## config.mk

```make
export PLATFORM = sky130hd
export DESIGN_NAME = rv_control
export DESIGN_NICKNAME = d
export VERILOG_FILES = /design/src/rtl/rv_pkg.sv /design/src/rtl/rv_control.sv
export SDC_FILE = /design/constraint.sdc
export NUM_CORES = 1
export LEC_CHECK = 0
export ABC_AREA = 1
export CORE_AREA = 2 2 39 41
export DETAILED_ROUTE_END_ITERATION = 10
export DIE_AREA = 0 0 41 43
export DONT_BUFFER_PORTS = 1
export SETUP_SLACK_MARGIN = 0.5
export SYNTH_ARGS = -nofsm -noshare
export SYNTH_HDL_FRONTEND = slang
export SYNTH_SLANG_ARGS = --single-unit
```

## constraint.sdc

```tcl
create_clock -name clock -period 1.53 [get_ports clock]
set_input_delay 0.0765 -clock clock [delete_from_list [all_inputs] [get_ports clock]]
set_output_delay 0.0765 -clock clock [all_outputs]
set_load 0.02 [all_outputs]
```

## src/rtl/rv_pkg.sv

```systemverilog
// ################################################
// RV32I core shared definitions
// Widths, opcodes, ALU selectors, instruction
// formats and the control/flag bundles
// ################################################

package rv_pkg;

  localparam int xlen = 32;
  localparam logic [xlen-1:0] reset_pc = '0;

  // Major opcodes handled by the core
  typedef enum logic [6:0] {
    opc_lui    = 7'b0110111,
    opc_auipc  = 7'b0010111,
    opc_jal    = 7'b1101111,
    opc_jalr   = 7'b1100111,
    opc_branch = 7'b1100011,
    opc_load   = 7'b0000011,
    opc_store  = 7'b0100011,
    opc_op_imm = 7'b0010011,
    opc_op     = 7'b0110011
  } opcode_e;

  // Encoding follows funct3 of OP/OP-IMM
  typedef enum logic [2:0] {
    alu_add  = 3'b000,
    alu_sll  = 3'b001,
    alu_slt  = 3'b010,
    alu_sltu = 3'b011,
    alu_xor  = 3'b100,
    alu_srl  = 3'b101,
    alu_or   = 3'b110,
    alu_and  = 3'b111
  } alu_op_e;

  typedef struct packed {
    logic [6:0] funct7;
    logic [4:0] rs2;
    logic [4:0] rs1;
    logic [2:0] funct3;
    logic [4:0] rd;
    logic [6:0] opcode;
  } r_fmt_s;

  typedef struct packed {
    logic [11:0] imm_11_0;
    logic [4:0]  rs1;
    logic [2:0]  funct3;
    logic [4:0]  rd;
    logic [6:0]  opcode;
  } i_fmt_s;

  typedef struct packed {
    logic [6:0] imm_11_5;
    logic [4:0] rs2;
    logic [4:0] rs1;
    logic [2:0] funct3;
    logic [4:0] imm_4_0;
    logic [6:0] opcode;
  } s_fmt_s;

  typedef struct packed {
    logic       imm_12;
    logic [5:0] imm_10_5;
    logic [4:0] rs2;
    logic [4:0] rs1;
    logic [2:0] funct3;
    logic [3:0] imm_4_1;
    logic       imm_11;
    logic [6:0] opcode;
  } b_fmt_s;

  typedef struct packed {
    logic [19:0] imm_31_12;
    logic [4:0]  rd;
    logic [6:0]  opcode;
  } u_fmt_s;

  typedef struct packed {
    logic       imm_20;
    logic [9:0] imm_10_1;
    logic       imm_11;
    logic [7:0] imm_19_12;
    logic [4:0] rd;
    logic [6:0] opcode;
  } j_fmt_s;

  // One instruction word, six views
  typedef union packed {
    r_fmt_s r;
    i_fmt_s i;
    s_fmt_s s;
    b_fmt_s b;
    u_fmt_s u;
    j_fmt_s j;
  } instr_u;

  typedef struct packed {
    logic [6:0] opcode;
    logic [2:0] funct3;
    logic [6:0] funct7;
  } dec_s;

  typedef struct packed {
    logic zero;
    logic negative;
    logic carry_out;
    logic overflow;
  } flags_s;

  typedef struct packed {
    logic       alua_src;
    logic       alub_src;
    alu_op_e    alu_op;
    logic       sub;
    logic       arithmetic;
    logic       alupc_src;
    logic       pc_src;
    logic       pc_en;
    logic [1:0] wr_reg_src;
    logic       wr_reg_en;
    logic       ir_en;
    logic       mem_addr_src;
    logic       mem_wr;
  } ctrl_s;

endpackage

```

## src/rtl/rv_control.sv

```systemverilog
// ################################################
// RV32I multicycle control unit
// FETCH/DECODE/EXECUTE/MEMORY/HALT state machine
// driving the dataflow control bundle
// ################################################

`timescale 1ns/1ns

module rv_control (
  input  logic           clock,
  input  logic           rst_n,
  input  rv_pkg::dec_s   dec,
  input  rv_pkg::flags_s flags,
  output rv_pkg::ctrl_s  ctrl,
  output logic           halted
);

  typedef enum logic [2:0] {
    s_fetch,
    s_decode,
    s_execute,
    s_memory,
    s_halt
  } state_e;

  state_e state;
  state_e state_next;
  logic   legal;
  logic   taken;
  logic   lt;

  always_comb begin
    case (dec.opcode)
      rv_pkg::opc_lui, rv_pkg::opc_auipc, rv_pkg::opc_jal, rv_pkg::opc_jalr,
      rv_pkg::opc_branch, rv_pkg::opc_load, rv_pkg::opc_store,
      rv_pkg::opc_op_imm, rv_pkg::opc_op: legal = 1'b1;
      default:                            legal = 1'b0;
    endcase
  end

  // Branch compare on rs1 - rs2
  assign lt = flags.negative ^ flags.overflow;

  always_comb begin
    case (dec.funct3)
      3'b000:  taken = flags.zero;
      3'b001:  taken = ~flags.zero;
      3'b100:  taken = lt;
      3'b101:  taken = ~lt;
      3'b110:  taken = ~flags.carry_out;
      3'b111:  taken = flags.carry_out;
      default: taken = 1'b0;
    endcase
  end

  always_comb begin
    case (state)
      s_fetch:   state_next = s_decode;
      s_decode:  state_next = legal ? s_execute : s_halt;
      s_execute: state_next = (dec.opcode == rv_pkg::opc_load) ? s_memory : s_fetch;
      s_memory:  state_next = s_fetch;
      default:   state_next = s_halt;
    endcase
  end

  always_ff @(posedge clock or negedge rst_n) begin
    if (!rst_n) begin
      state <= s_fetch;
    end else begin
      state <= state_next;
    end
  end

  always_comb begin
    ctrl = '0;
    ctrl.alu_op = rv_pkg::alu_add;
    case (state)
      s_fetch: ctrl.ir_en = 1'b1;
      s_execute: begin
        case (dec.opcode)
          rv_pkg::opc_lui: begin
            ctrl.alub_src  = 1'b1;
            ctrl.wr_reg_en = 1'b1;
            ctrl.pc_en     = 1'b1;
          end
          rv_pkg::opc_auipc: begin
            ctrl.alua_src   = 1'b1;
            ctrl.alub_src   = 1'b1;
            ctrl.wr_reg_src = 2'd3;
            ctrl.wr_reg_en  = 1'b1;
            ctrl.pc_en      = 1'b1;
          end
          rv_pkg::opc_jal, rv_pkg::opc_jalr: begin
            ctrl.alub_src   = 1'b1;
            ctrl.alupc_src  = (dec.opcode == rv_pkg::opc_jalr);
            ctrl.pc_src     = 1'b1;
            ctrl.wr_reg_src = 2'd2;
            ctrl.wr_reg_en  = 1'b1;
            ctrl.pc_en      = 1'b1;
          end
          rv_pkg::opc_branch: begin
            ctrl.sub    = 1'b1;
            ctrl.pc_src = taken;
            ctrl.pc_en  = 1'b1;
          end
          rv_pkg::opc_store: begin
            ctrl.alub_src     = 1'b1;
            ctrl.mem_addr_src = 1'b1;
            ctrl.mem_wr       = 1'b1;
            ctrl.pc_en        = 1'b1;
          end
          rv_pkg::opc_op_imm, rv_pkg::opc_op: begin
            ctrl.alub_src   = (dec.opcode == rv_pkg::opc_op_imm);
            ctrl.alu_op     = rv_pkg::alu_op_e'(dec.funct3);
            // SUB only for OP; SLT/SLTU always compare by subtraction
            ctrl.sub        = ((dec.opcode == rv_pkg::opc_op) && dec.funct3 == 3'b000 &&
                               dec.funct7[5]) || dec.funct3 == 3'b010 ||
                              dec.funct3 == 3'b011;
            ctrl.arithmetic = (dec.funct3 == 3'b101) && dec.funct7[5];
            ctrl.wr_reg_en  = 1'b1;
            ctrl.pc_en      = 1'b1;
          end
          default: ;
        endcase
      end
      s_memory: begin
        ctrl.alub_src     = 1'b1;
        ctrl.mem_addr_src = 1'b1;
        ctrl.wr_reg_src   = 2'd1;
        ctrl.wr_reg_en    = 1'b1;
        ctrl.pc_en        = 1'b1;
      end
      default: ;
    endcase
  end

  assign halted = (state == s_halt);

  a_no_wr_during_fetch: assert property (@(posedge clock) disable iff (!rst_n)
    !(ctrl.mem_wr && ctrl.ir_en));

  a_halt_sticky: assert property (@(posedge clock) disable iff (!rst_n)
    halted |=> halted);

endmodule

```

== Word level (Yosys, flattened, before mapping) ==
Cells that the tools add are included.
W data, S select, Z words.

* Flip-flop bits (word level): 3
* Input port bits: 23
* Output and inout bits: 17

* Equality and inequality tests: 20
* Multiplexer cells: 23
* Bitwise operators: 4
* Reductions and logical operators: 13

{| class="wikitable"
|+ Operator list
! kind !! number
|-
| $eq A7 B6 Y1 const B || 3
|-
| $eq A7 B7 Y1 const B || 3
|-
| $eq A3 B3 Y1 const B || 5
|-
| $eq A7 B5 Y1 const B || 2
|-
| $eq A3 B2 Y1 const B || 4
|-
| $pmux W3 S4 || 1
|-
| $pmux W1 S2 || 5
|-
| $mux W1 || 9
|-
| $reduce_or A9 Y1 || 1
|-
| $pmux W4 S2 || 1
|-
| $reduce_or A8 Y1 || 1
|-
| $eq A7 B2 Y1 const B || 1
|-
| $mux W7 || 1
|-
| $eq A3 B1 Y1 const B || 2
|-
| $logic_not A3 Y1 || 2
|-
| $mux W3 || 2
|-
| $pmux W1 S6 || 1
|-
| $reduce_or A6 Y1 || 1
|-
| $reduce_or A5 Y1 || 1
|-
| $mux W2 || 2
|-
| $pmux W2 S2 || 1
|-
| $reduce_or A2 Y1 || 2
|-
| $logic_and A1 B1 Y1 || 3
|-
| $not A1 Y1 || 3
|-
| other kinds (2) || 3
|}

== Logic depth before layout (Yosys ltp) ==
* Depth in word-level cells: 7
* Depth in mapped cells: 9

== Worst setup path after synthesis ==
No wires, ideal clock.

* Path type: register to output
* Start: register state[2]
* End: output ctrl[1] (netlist bit)
* Arrival: 1369 ps
* Data required time: 1453 ps
* Setup slack: 85 ps
* Cell stages (with the launch flop): 4
* Path buffers: 0
* Path through: dfrtp_1 > nor3_4 > inv_1 > o21ai_0

{| class="wikitable"
|+ RTL lines
! what !! RTL line !! source
|-
| start, declared || rv_control.sv:26 || <nowiki>state_e state;</nowiki>
|-
| start signal, assigned || rv_control.sv:68 || <nowiki>state <= s_fetch;</nowiki>
|-
| start signal, assigned || rv_control.sv:70 || <nowiki>state <= state_next;</nowiki>
|-
| end, declared || rv_control.sv:14 || <nowiki>output rv_pkg::ctrl_s ctrl,</nowiki>
|}

==> impl_metrics.sql <==
INSERT INTO impl_metrics (metric_group, metric, value, unit) VALUES
('worst_setup_path', 'highest_fanout_seen_on_the_critical_path', '5', ''),
('grt', 'grt.met2_usage', '31.3', '%'),
('floorplanning', 'die_x_extent', '41', 'um'),
('drt', 'initial_detailed_routing_violation_count', '6', ''),
('synthesis', 'synth_nets', '122', ''),
('floorplanning', 'start_util', '39.3', '%'),
('worst_setup_path', 'critPathRequiredTime', '1450', 'ps'),
('final_layout', 'number_of_nets_in_the_final_layout', '135', ''),
('worst_setup_path', 'top_family_by_delay_on_critical_path', 'simple AND/OR/NAND/NOR gates', ''),
('power', 'power.density', '353', 'mW/mm^2'),
('timing', 'final-setup-viol-count', '0', ''),
('floorplanning', 'io_pins', '40', ''),
('worst_setup_path', 'worst-setup-path-type', 'register to primary output', ''),
('timing', 'layout_min_cycle_time', '1480', 'ps'),
('grt', 'antenna_found_initial', '0', ''),
('final_layout', 'num_antenna_cells', '0', ''),
('outcome', 'status', 'complete, no violations', ''),
('timing', 'slew_viol_final', '0', ''),
('drt', 'vias', '659', ''),
('grt', 'grt_first_pass_wirelength', '2.13', 'mm'),
('drt', 'wl_per_cell', '11.1', 'um'),
('power', 'p_sw', '71.6', 'uW'),
('synthesis', 'synth_top_cell_area_share', '20.7', '%'),
('power', 'design_power_total', '271', 'uW'),
('clocking', 'clock_insertion_delay_worst_skew', '230', 'ps'),
('drt', 'finalWirelength', '1.41', 'mm'),
('timing', 'timing.clock.skew', '2.61', 'ps'),
('timing', 'period_share', '96.7', '%'),
('final_layout', 'flip_flop_count_of_the_largest_register_all_copies_and_words_added', '3', ''),
('worst_hold_path', 'hold_path_class', 'primary input to asynchronous set/reset pin', ''),
('placed_design', 'place.gp.congestion', '0.775', ''),
('clocking', 'worst_setup_hold_path_clk_slew', '40', 'ps'),
('grt', 'track_usage', '17.2', '%'),
('placed_design', 'detailedPlace.worstSlack', '141', 'ps'),
('timing', 'worst_slew_pin_slew', '469', 'ps'),
('grt', 'grt_start_max_net_pins', '8', ''),
('power', 'power_frac_clock', '49.7', '%'),
('worst_setup_path', 'timing.critical_path.slowest_cell_delay', '450', 'ps'),
('power', 'internal_power', '200', 'uW'),
('grt', 'top_usage_layer', 'met2', ''),
('synthesis', 'post_synth.cell_area_avg', '5.50', 'um^2'),
('clocking', 'ctsHtreeMaxLevel', '1', ''),
('synthesis', 'yosys_register_bits', '3', ''),
('clocking', 'clock_sinks', '3', ''),
('final_layout', 'flow.area_growth_from_synthesis', '41.1', '%'),
('synthesis', 'yosys-top-cells-area', 'sky130_fd_sc_hd__nand2_1 21%, sky130_fd_sc_hd__dfrtp_1 14%, sky130_fd_sc_hd__nor2_1 11%', ''),
('synthesis', 'synthDominantAreaCellType', 'sky130_fd_sc_hd__nand2_1', ''),
('drt', 'drt.antenna.violating_nets', '0', ''),
('final_layout', 'layout-drive-gt1-share', '37.8', '%'),
('placed_design', 'place_hpwl', '1.10', 'mm'),
('floorplanning', 'floorplan.die.height', '43', 'um'),
('final_layout', 'final_core_utilization', '55.5', '%'),
('grt', 'met3_usage', '3.14', '%'),
('synthesis', 'synthesis.yosys.warnings', '0', ''),
('power', 'combinationalPowerShare', '20.9', '%'),
('drt', 'drc_errors', '0', ''),
('synthesis', 'synthesis.instances', '99', ''),
('clocking', 'number_of_buffers_created_by_cts', '3', ''),
('placed_design', 'placed_area', '612', 'um^2'),
('grt', 'met1_usage', '17.5', '%'),
('timing', 'maxSlewHeadroom', '68.5', '%'),
('drt', 'post_drt_via_cell_ratio', '5.19', ''),
('final_layout', 'reg_with_most_ffs', 'state', ''),
('clocking', 'cts_tree', 'built', ''),
('timing', 'max_clock_freq', '0.676', 'GHz'),
('floorplanning', 'rows', '14', ''),
('clocking', 'cts.root.buffer_cell', 'sky130_fd_sc_hd__clkbuf_4', ''),
('job', 'max-cap-violations', '0', ''),
('clocking', 'cts-root-to-sink-buffers', '2', ''),
('power', 'p_seq_share', '29.4', '%'),
('worst_setup_path', 'crit_path_end_kind', 'primary output', '');
## stage by stage
stage	setup TNS (ps)	std cells	hold slack, ps
5_1_grt	-122	127	91.2
6_report	0	127	96.5
2_1_floorplan	0	99	-219
3_3_place_gp	0	116	-219
4_1_cts	0	126	96.7
3_5_place_dp	0	116	-219
## placed cells by master, fill, tap and decap left out, drive strengths merged
cell,n
o21ai,5
dfrtp,3
nor3,4
a41oi,1
a21oi,1
nand4,1
nand3,12
nor2,19
xor2,1
xnor2,1
o211ai,1
or2,1
dlygate4sd3,1
clkbuf,4
nand2,33
buf,7
nor3b,1
inv,15
## worst paths after layout
| kind | from | to | slack [ps] | cells after the start |
|---|---|---|---|---|
| worst max-delay path | state[2]$_DFF_PN0_ | ctrl[9] | 50 | 4 |
| worst max register to register | state[0]$_DFF_PN0_ | state[2]$_DFF_PN0_ | 370 | 7 |
| worst min-delay path | rst_n | state[2]$_DFF_PN0_ | 100 | 1 |
| worst min register to register | state[2]$_DFF_PN0_ | state[0]$_DFF_PN0_ | 660 | 1 |
| max in group asynchronous | rst_n | state[1]$_DFF_PN0_ | 1290 | 1 |
| min in group clock | dec[16] | state[1]$_DFF_PN0_ | 110 | 3 |
## power by group through the flow
| stage | Combinational, mW | Clock [mW] | Sequential (mW) |
|---|---|---|---|
| finish | 0.0566 | 0.135 | 0.0798 |
| floorplan | 0.0462 | 0 | 0.0808 |
| CTS | 0.0571 | 0.140 | 0.0798 |
| detailed placement | 0.0529 | 0 | 0.0808 |
| global route | 0.0654 | 0.151 | 0.0797 |
| global placement | 0.0520 | 0 | 0.0808 |
## worst register-to-register path: stages (launching register included)
cell,delay (ps)
sky130_fd_sc_hd__dfrtp_1,390
sky130_fd_sc_hd__buf_6,110
sky130_fd_sc_hd__buf_6,80
sky130_fd_sc_hd__buf_6,90
sky130_fd_sc_hd__inv_4,30
sky130_fd_sc_hd__nor3_1,190
sky130_fd_sc_hd__nand3_1,130
sky130_fd_sc_hd__nand2_1,80
## metal layers
metal | wire length (um) | share of wire (%)
met1 | 506 | 36
met5 | 0 | 0
met4 | 30 | 2.1
met2 | 738 | 53
met3 | 129 | 9.2
## timing repair
action | CTS | global route
setup endpoints to repair | 19 | 20
setup buffers | 5 | 1
hold buffers | 1 | 0
pin swaps | 5 | 2
hold endpoints to repair | 3 | 0
gates resized for setup | 17 | 4
## synthesized netlist by cell type
master,n
sky130_fd_sc_hd__a21oi_1,1
sky130_fd_sc_hd__a41oi_1,1
sky130_fd_sc_hd__dfrtp_1,3
sky130_fd_sc_hd__inv_1,14
sky130_fd_sc_hd__inv_2,1
sky130_fd_sc_hd__nand2_1,30
sky130_fd_sc_hd__nand2_2,3
sky130_fd_sc_hd__nand3_1,10
sky130_fd_sc_hd__nand3_2,1
sky130_fd_sc_hd__nand3_4,1
sky130_fd_sc_hd__nand4_1,1
sky130_fd_sc_hd__nor2_1,16
sky130_fd_sc_hd__nor2_2,2
sky130_fd_sc_hd__nor2_4,1
sky130_fd_sc_hd__nor3_1,3
sky130_fd_sc_hd__nor3_4,1
sky130_fd_sc_hd__nor3b_2,1
sky130_fd_sc_hd__o211ai_1,1
sky130_fd_sc_hd__o21ai_0,3
sky130_fd_sc_hd__o21ai_1,2
sky130_fd_sc_hd__or2_2,1
sky130_fd_sc_hd__xnor2_1,1
sky130_fd_sc_hd__xor2_1,1
## logic make-up (layout without fill, tap and decap cells)
kind of cell / after synthesis / in the layout / synth area share [%]
buf+inv: 15 / 27 / 10.3
xor+xnor: 2 / 2 / 3.22
simple gates: 71 / 71 / 64.1
compound gates: 8 / 8 / 8.50
flops: 3 / 3 / 13.8
## final cells by class
class                           count  area (um^2)
Timing Repair Buffer                8         77.6
Tap cell                           16         20.0
Sequential cell                     3         75.1
Inverter                           15         61.3
Fill cell                         144          616
Multi-Input combinational cell     81          508
Clock buffer                        4         26.3
Note: power is estimated with default switching activity, not from simulation.
